**config.mk**
```make
export PLATFORM = sky130hd
export DESIGN_NAME = sudoku_top
export DESIGN_NICKNAME = d
export VERILOG_FILES = /design/src/hw/sudoku_pkg.sv /design/src/hw/sudoku_top.sv /design/src/hw/solution_checker.sv /design/src/hw/board_store.sv /design/src/hw/game_fsm.sv /design/src/hw/button_sync.sv
export SDC_FILE = /design/constraint.sdc
export NUM_CORES = 2
export LEC_CHECK = 0
export BUFFER_PORTS_ARGS = -buffer_cell sky130_fd_sc_hd__buf_2
export CAP_MARGIN = 20
export CORE_ASPECT_RATIO = 1.75
export CORE_UTILIZATION = 48
export CTS_CLUSTER_SIZE = 20
export DETAILED_ROUTE_END_ITERATION = 10
export GPL_TIMING_DRIVEN = 1
export PLACE_DENSITY = 0.72
export SLEW_MARGIN = 15
export SYNTH_ARGS = -nofsm -noshare
export SYNTH_HDL_FRONTEND = slang
export SYNTH_SLANG_ARGS = --single-unit
```
**constraint.sdc**
```tcl
create_clock -name clk -period 15.15 [get_ports clk]
set_input_delay 0.7575 -clock clk [delete_from_list [all_inputs] [get_ports clk]]
set_output_delay 0.7575 -clock clk [all_outputs]
set_load 0.01 [all_outputs]
```
**src/hw/sudoku_pkg.sv**
```systemverilog
package sudoku_pkg;

  // board geometry
  localparam int NUM_CELLS = 81;
  localparam logic [6:0] LAST_INDEX = 7'd80;
  localparam logic [3:0] GRID_MAX = 4'd8;
  localparam logic [3:0] CURSOR_HOME = 4'd4;
  localparam logic [3:0] DIGIT_MAX = 4'd9;

  typedef enum logic [2:0] {
    st_title,
    st_select_difficulty,
    st_loading,
    st_browse,
    st_edit,
    st_victory
  } game_state_t;

  typedef enum logic {
    diff_easy,
    diff_hard
  } difficulty_t;

  typedef struct packed {
    logic start;
    logic a;
    logic b;
    logic up;
    logic down;
    logic left;
    logic right;
  } buttons_t;

  typedef struct packed {
    logic [3:0] col;
    logic [3:0] row;
  } cursor_t;

  // value 0 means an empty cell
  typedef struct packed {
    logic       valid;
    cursor_t    pos;
    logic [3:0] value;
  } cell_write_t;

  typedef logic [6:0] cell_index_t;

  function automatic cell_index_t cell_index(logic [3:0] row, logic [3:0] col);
    int unsigned r;
    int unsigned c;
    r = row;
    c = col;
    return cell_index_t'(r * 9 + c);
  endfunction

  // shifted-row pattern, a valid grid
  function automatic logic [3:0] solution_digit(logic [3:0] row, logic [3:0] col);
    int unsigned r;
    int unsigned c;
    r = row;
    c = col;
    return 4'((r * 3 + r / 3 + c) % 9 + 1);
  endfunction

  // easy blanks every third cell, hard blanks the odd checkerboard squares
  function automatic logic is_blank(difficulty_t diff, logic [3:0] row, logic [3:0] col);
    int unsigned idx;
    idx = cell_index(row, col);
    if (diff == diff_easy) begin
      return (idx % 3) == 0;
    end
    return (row[0] ^ col[0]) == 1'b1;
  endfunction

endpackage
```
**src/hw/sudoku_top.sv**
```systemverilog
`timescale 1ns/1ps

module sudoku_top #(
  parameter int SYNC_STAGES = 2
) (
  input  logic                    clk,
  input  logic                    reset,
  input  sudoku_pkg::buttons_t    buttons,
  output sudoku_pkg::game_state_t state,
  output sudoku_pkg::difficulty_t difficulty,
  output sudoku_pkg::cursor_t     cursor,
  output logic [3:0]              edit_digit,
  output logic [3:0]              cursor_cell,
  output logic                    cursor_given,
  output logic                    solved
);

  sudoku_pkg::buttons_t    presses;
  sudoku_pkg::cell_write_t cell_write;
  sudoku_pkg::cell_index_t scan_index;
  logic                    load_start;
  logic                    load_done;
  logic                    board_changed;
  logic [3:0]              scan_value;

  button_sync #(
    .SYNC_STAGES(SYNC_STAGES)
  ) u_button_sync (
    .clk    (clk),
    .reset  (reset),
    .raw    (buttons),
    .presses(presses)
  );

  game_fsm u_game_fsm (
    .clk       (clk),
    .reset     (reset),
    .presses   (presses),
    .load_done (load_done),
    .solved    (solved),
    .state     (state),
    .difficulty(difficulty),
    .cursor    (cursor),
    .edit_digit(edit_digit),
    .load_start(load_start),
    .cell_write(cell_write)
  );

  board_store u_board_store (
    .clk          (clk),
    .reset        (reset),
    .load_start   (load_start),
    .difficulty   (difficulty),
    .cell_write   (cell_write),
    .cursor       (cursor),
    .scan_index   (scan_index),
    .load_done    (load_done),
    .board_changed(board_changed),
    .cursor_cell  (cursor_cell),
    .cursor_given (cursor_given),
    .scan_value   (scan_value)
  );

  solution_checker u_solution_checker (
    .clk          (clk),
    .reset        (reset),
    .board_changed(board_changed),
    .scan_value   (scan_value),
    .scan_index   (scan_index),
    .solved       (solved)
  );

endmodule

```
**src/hw/solution_checker.sv**
```systemverilog
`timescale 1ns/1ps

module solution_checker (
  input  logic                    clk,
  input  logic                    reset,
  input  logic                    board_changed,
  input  logic [3:0]              scan_value,
  output sudoku_pkg::cell_index_t scan_index,
  output logic                    solved
);

  // row and col follow scan_index
  logic [3:0] scan_row;
  logic [3:0] scan_col;
  logic       all_match;
  logic       cell_match;

  assign cell_match = (scan_value == sudoku_pkg::solution_digit(scan_row, scan_col));

  always_ff @(posedge clk or posedge reset) begin
    if (reset) begin
      scan_index <= '0;
      scan_row   <= 4'd0;
      scan_col   <= 4'd0;
      all_match  <= 1'b1;
      solved     <= 1'b0;
    end else if (board_changed) begin
      // any change voids the running pass
      scan_index <= '0;
      scan_row   <= 4'd0;
      scan_col   <= 4'd0;
      all_match  <= 1'b1;
      solved     <= 1'b0;
    end else if (scan_index == sudoku_pkg::LAST_INDEX) begin
      // end of pass, keep scanning from the top
      solved     <= all_match && cell_match;
      scan_index <= '0;
      scan_row   <= 4'd0;
      scan_col   <= 4'd0;
      all_match  <= 1'b1;
    end else begin
      all_match  <= all_match && cell_match;
      scan_index <= scan_index + 7'd1;
      if (scan_col == sudoku_pkg::GRID_MAX) begin
        scan_col <= 4'd0;
        scan_row <= scan_row + 4'd1;
      end else begin
        scan_col <= scan_col + 4'd1;
      end
    end
  end

endmodule

```
**src/hw/board_store.sv**
```systemverilog
`timescale 1ns/1ps

module board_store (
  input  logic                    clk,
  input  logic                    reset,
  input  logic                    load_start,
  input  sudoku_pkg::difficulty_t difficulty,
  input  sudoku_pkg::cell_write_t cell_write,
  input  sudoku_pkg::cursor_t     cursor,
  input  sudoku_pkg::cell_index_t scan_index,
  output logic                    load_done,
  output logic                    board_changed,
  output logic [3:0]              cursor_cell,
  output logic                    cursor_given,
  output logic [3:0]              scan_value
);

  logic [3:0] cell_value [sudoku_pkg::NUM_CELLS];
  logic       cell_given [sudoku_pkg::NUM_CELLS];

  // loader walks the board in index order
  logic                    loading;
  sudoku_pkg::difficulty_t load_diff;
  sudoku_pkg::cell_index_t load_index;
  logic [3:0]              load_row;
  logic [3:0]              load_col;
  logic                    load_blank;

  sudoku_pkg::cell_index_t write_index;
  sudoku_pkg::cell_index_t cursor_index;
  logic                    write_applied;

  assign write_index  = sudoku_pkg::cell_index(cell_write.pos.row, cell_write.pos.col);
  assign cursor_index = sudoku_pkg::cell_index(cursor.row, cursor.col);
  assign load_blank   = sudoku_pkg::is_blank(load_diff, load_row, load_col);

  // given cells are locked, and writes wait out a load
  assign write_applied = cell_write.valid && !loading && !cell_given[write_index];

  assign load_done     = loading && (load_index == sudoku_pkg::LAST_INDEX);
  assign board_changed = loading || write_applied;

  assign cursor_cell  = cell_value[cursor_index];
  assign cursor_given = cell_given[cursor_index];
  assign scan_value   = cell_value[scan_index];

  always_ff @(posedge clk or posedge reset) begin
    if (reset) begin
      loading    <= 1'b0;
      load_diff  <= sudoku_pkg::diff_easy;
      load_index <= '0;
      load_row   <= 4'd0;
      load_col   <= 4'd0;
    end else if (load_start) begin
      loading    <= 1'b1;
      load_diff  <= difficulty;
      load_index <= '0;
      load_row   <= 4'd0;
      load_col   <= 4'd0;
    end else if (loading) begin
      if (load_index == sudoku_pkg::LAST_INDEX) begin
        loading <= 1'b0;
      end
      load_index <= load_index + 7'd1;
      if (load_col == sudoku_pkg::GRID_MAX) begin
        load_col <= 4'd0;
        load_row <= load_row + 4'd1;
      end else begin
        load_col <= load_col + 4'd1;
      end
    end
  end

  // board contents start empty with nothing given
  always_ff @(posedge clk or posedge reset) begin
    if (reset) begin
      for (int i = 0; i < sudoku_pkg::NUM_CELLS; i++) begin
        cell_value[i] <= 4'd0;
        cell_given[i] <= 1'b0;
      end
    end else if (loading) begin
      cell_value[load_index] <= load_blank ? 4'd0 : sudoku_pkg::solution_digit(load_row, load_col);
      cell_given[load_index] <= !load_blank;
    end else if (write_applied) begin
      cell_value[write_index] <= cell_write.value;
    end
  end

endmodule

```
**src/hw/game_fsm.sv**
```systemverilog
`timescale 1ns/1ps

module game_fsm (
  input  logic                    clk,
  input  logic                    reset,
  input  sudoku_pkg::buttons_t    presses,
  input  logic                    load_done,
  input  logic                    solved,
  output sudoku_pkg::game_state_t state,
  output sudoku_pkg::difficulty_t difficulty,
  output sudoku_pkg::cursor_t     cursor,
  output logic [3:0]              edit_digit,
  output logic                    load_start,
  output sudoku_pkg::cell_write_t cell_write
);

  always_ff @(posedge clk or posedge reset) begin
    if (reset) begin
      state      <= sudoku_pkg::st_title;
      difficulty <= sudoku_pkg::diff_easy;
      cursor.row <= sudoku_pkg::CURSOR_HOME;
      cursor.col <= sudoku_pkg::CURSOR_HOME;
      edit_digit <= 4'd0;
      load_start <= 1'b0;
      cell_write <= '0;
    end else begin
      // strobes last a single cycle
      load_start       <= 1'b0;
      cell_write.valid <= 1'b0;

      case (state)
        sudoku_pkg::st_title: begin
          if (presses.start) begin
            state <= sudoku_pkg::st_select_difficulty;
          end
        end

        sudoku_pkg::st_select_difficulty: begin
          if (presses.up) begin
            difficulty <= sudoku_pkg::diff_easy;
          end else if (presses.down) begin
            difficulty <= sudoku_pkg::diff_hard;
          end
          if (presses.a) begin
            load_start <= 1'b1;
            state      <= sudoku_pkg::st_loading;
          end
        end

        // presses are dropped while the store fills
        sudoku_pkg::st_loading: begin
          if (load_done) begin
            state <= sudoku_pkg::st_browse;
          end
        end

        sudoku_pkg::st_browse: begin
          if (solved) begin
            state <= sudoku_pkg::st_victory;
          end else if (presses.a) begin
            edit_digit <= 4'd0;
            state      <= sudoku_pkg::st_edit;
          end else if (presses.b) begin
            // clear the cell under the cursor
            cell_write.valid <= 1'b1;
            cell_write.pos   <= cursor;
            cell_write.value <= 4'd0;
          end else begin
            // arrows saturate at the board edges
            if (presses.up && cursor.row != 4'd0) begin
              cursor.row <= cursor.row - 4'd1;
            end else if (presses.down && cursor.row != sudoku_pkg::GRID_MAX) begin
              cursor.row <= cursor.row + 4'd1;
            end
            if (presses.left && cursor.col != 4'd0) begin
              cursor.col <= cursor.col - 4'd1;
            end else if (presses.right && cursor.col != sudoku_pkg::GRID_MAX) begin
              cursor.col <= cursor.col + 4'd1;
            end
          end
        end

        sudoku_pkg::st_edit: begin
          if (solved) begin
            state <= sudoku_pkg::st_victory;
          end else if (presses.a) begin
            cell_write.valid <= 1'b1;
            cell_write.pos   <= cursor;
            cell_write.value <= edit_digit;
            state            <= sudoku_pkg::st_browse;
          end else if (presses.b) begin
            state <= sudoku_pkg::st_browse;
          end else if (presses.up) begin
            // 0..9 with wraparound
            if (edit_digit == sudoku_pkg::DIGIT_MAX) begin
              edit_digit <= 4'd0;
            end else begin
              edit_digit <= edit_digit + 4'd1;
            end
          end else if (presses.down) begin
            if (edit_digit == 4'd0) begin
              edit_digit <= sudoku_pkg::DIGIT_MAX;
            end else begin
              edit_digit <= edit_digit - 4'd1;
            end
          end
        end

        sudoku_pkg::st_victory: begin
          if (presses.start) begin
            cursor.row <= sudoku_pkg::CURSOR_HOME;
            cursor.col <= sudoku_pkg::CURSOR_HOME;
            state      <= sudoku_pkg::st_select_difficulty;
          end
        end

        default: begin
          state <= sudoku_pkg::st_title;
        end
      endcase
    end
  end

endmodule

```
**src/hw/button_sync.sv**
```systemverilog
`timescale 1ns/1ps

module button_sync #(
  parameter int SYNC_STAGES = 2
) (
  input  logic                 clk,
  input  logic                 reset,
  input  sudoku_pkg::buttons_t raw,
  output sudoku_pkg::buttons_t presses
);

  // stage 0 samples the raw pins
  sudoku_pkg::buttons_t [SYNC_STAGES-1:0] sync_chain;
  sudoku_pkg::buttons_t                   level_prev;
  sudoku_pkg::buttons_t                   level;

  assign level = sync_chain[SYNC_STAGES-1];

  always_ff @(posedge clk or posedge reset) begin
    if (reset) begin
      sync_chain <= '0;
    end else begin
      sync_chain[0] <= raw;
      for (int i = 1; i < SYNC_STAGES; i++) begin
        sync_chain[i] <= sync_chain[i-1];
      end
    end
  end

  // rising edge of the synchronised level, registered
  always_ff @(posedge clk or posedge reset) begin
    if (reset) begin
      level_prev <= '0;
      presses    <= '0;
    end else begin
      level_prev <= level;
      presses    <= level & ~level_prev;
    end
  end

endmodule

```
==> run metrics <==
mux cell area share after synthesis=16.8%; share of cells above drive strength 1=17.1%; clock sinks=497; first-pass GRT wire length=180000 um; dpl hpwl=79500 um; drt pass-1 iters=6; cell row count=127; setup_tns=0 ns; asr flop ratio synth=100%; CTS buffer count=44; Clock Latency Late Sink=0.60 ns; RSZ-0062 raised after global routing=no; share of the synthesized area in the top cell type=36.9%; Post-CTS Setup Inserts=0; Worst Max-Slew Pin Slew=1.30 ns; Synth Area in Compound Gates=23.6%; Fill cells=6123; Max Buffers Root-to-Sink=3; Final Max Tran Viols=0; drt wl/cell=28.8 um; all-layer global routing usage=33.9%; Initial Utilization=48.7%; outcome=finished clean; CP max stage delay=0.64 ns; cell type with the largest total area after synthesis=dfrtp_1; largest net degree at the start of global routing=160; setup violators final=0; area taken by multi-input logic gates=19800 sq um; Reg area=12500 sq um; num ports=31; Yosys cell types=108; dominant cells by area after synthesis=dfrtp_1, mux4_2, a22oi_1; Max-Cap Viols=0; share of the yosys chip area belonging to registers=37.2%; arrival time worst endpoint=11.81 ns; Synth Flop Type=dfrtp_1; Synthesis Warnings=0; core area=68800 sq um; met1 wire length=37700 um; syn_area_per_cell=9.99 sq um; Residual DRC=0; detailed-route vias per instance=7.14; largest family of logic cells by synthesized area=compound AO/OA/AOI/OAI gates; Hold-fix buffers, CTS=0; Crit-path slowest cell=buf_4; RePlAce Congestion=0.950; vias in the first global route=29200; Slew headroom=13.1%; die area=70900 sq um; Core Util, Final=52.2%; height of the die=351 um; total wire length=120000 um; Resize count post-CTS=0; CP max FO=30; area grow syn2layout=7.25%; Reg clk slew, reported paths=0.07 ns; worst clock skew=0.0319 ns; vias=29800; Final Net Count=3363; Post-Synth Simple-Gate Area=11.7%; Syn Std Cell Area=33500 sq um; synthesized flop and latch total=497; met2 wire len=57300 um; crit start category=flip-flop; top cell family by delay on the critical path=adder cells; CTS tree=yes; total grt overflow=0; WP data required=15.60 ns; WL met3=11800 um; Synth top cells by count=dfrtp_1, o21ai_0, nand2_1, a22oi_1, mux4_2; xor and xnor area share after synthesis=1.86%; HP Class=in -> reg; Most Frequent Cell on Critical Path=ha_1; Mapped Nets=3478; CP endpoint kind=flip-flop; CP Buf/Inv Count=5; Final Critical Period=11.36 ns; number of flops mapped to enable cells by yosys=0; cell with the most instances after synthesis=dfrtp_1; initial detailed-routing violation count=3614; initial antenna violation count=12; Root Buffer=clkbuf_16; Mapped Cells=3351; die extent in x=202 um; DR top layer=met5; Fmax=88.0 MHz; Final ANT Viol Nets=0; Fin Hold WS=0.285 ns; Final Hold Vio Count=0; fin crit share=75.0%; Post-Synth Adder-Cell Area=4.85%; worst setup path category=reg -> reg; htree depth=2; Buffers on Ports=30
cells in the final DEF (no fill, tap or decap), types with 18 or more instances in the layout:
cell type	instances
o21ai_0	417
xnor2_1	44
nand3_1	121
ha_1	99
dfrtp_1	488
a22oi_1	337
nor3_1	25
buf_4	50
o211ai_1	18
a21oi_1	70
nor2b_1	34
clkbuf_16	45
o21ai_2	81
nand2b_1	30
inv_1	89
buf_2	30
nand2_1	354
nor2_1	191
mux2i_1	33
a211oi_1	26
mux4_2	226
o21ai_1	51
registers in the layout, indices dropped and copies added (netlist names), 3 cells and up:
name	count
u_solution_checker.scan_row	4
u_button_sync.sync_chain	7
u_game_fsm.edit_digit	4
u_game_fsm.cursor	8
u_game_fsm.cell_write	13
u_board_store.cell_value	324
u_board_store.load_row	4
u_solution_checker.scan_col	4
u_board_store.load_index	7
u_button_sync.level_prev	7
u_solution_checker.scan_index	7
u_button_sync.level	7
u_board_store.load_col	4
u_board_store.cell_given	81
u_button_sync.presses	7
u_game_fsm.state	3
metal layers:
layer	global-route usage, %	vias to the layer above
met4	31.6	18
met2	56.2	1882
met5	0	-
met3	7.86	642
li1	-	12500
met1	35.7	14700
logic make-up after synthesis:
group | Yosys count
compound gates | 1188
simple gates | 865
flops | 497
buf+inv | 337
mux | 277
fa+ha+maj | 120
xor+xnor | 67
through the flow:
step | cells | instance area, sq um | worst slack (ns)
after floorplan | 3351 | 33500 | 0.523
after global placement | 4092 | 34300 | 4.16
after detailed placement | 4092 | 34300 | 3.97
after CTS | 4172 | 35900 | 3.93
after global routing | 4175 | 35900 | 3.15
final | 4176 | 35900 | 3.79
layout make-up:
class / instances / area share, %
multi-input cells: 2517 / 55.3
repair buffers: 82 / 1.60
inverters: 94 / 1.00
flip-flops and latches: 497 / 34.7
clock inverters: 20 / 0.725
diodes: 3 / 0.0209
clock buffers: 60 / 3.54
well taps: 903 / 3.15
worst paths after layout:
check / endpoint / slack, ns / startpoint / depth (start not counted)
min: u_button_sync.sync_chain[3] / 0.28 / buttons[3] / 1
min reg2reg: u_button_sync.level[4] / 0.35 / u_button_sync.sync_chain[4] / 0
max reg2reg: u_board_store.cell_value[224] / 3.79 / u_board_store.load_row[1] / 40
max: u_board_store.cell_value[224] / 3.79 / u_board_store.load_row[1] / 40
min in group asynchronous: u_board_store.cell_value[102] / 0.41 / reset / 2
max in group asynchronous: u_board_store.cell_value[172] / 12.40 / reset / 4
Power is not shown: default switching activity piles up to over one toggle a cycle in this logic, so the estimate is an artifact.
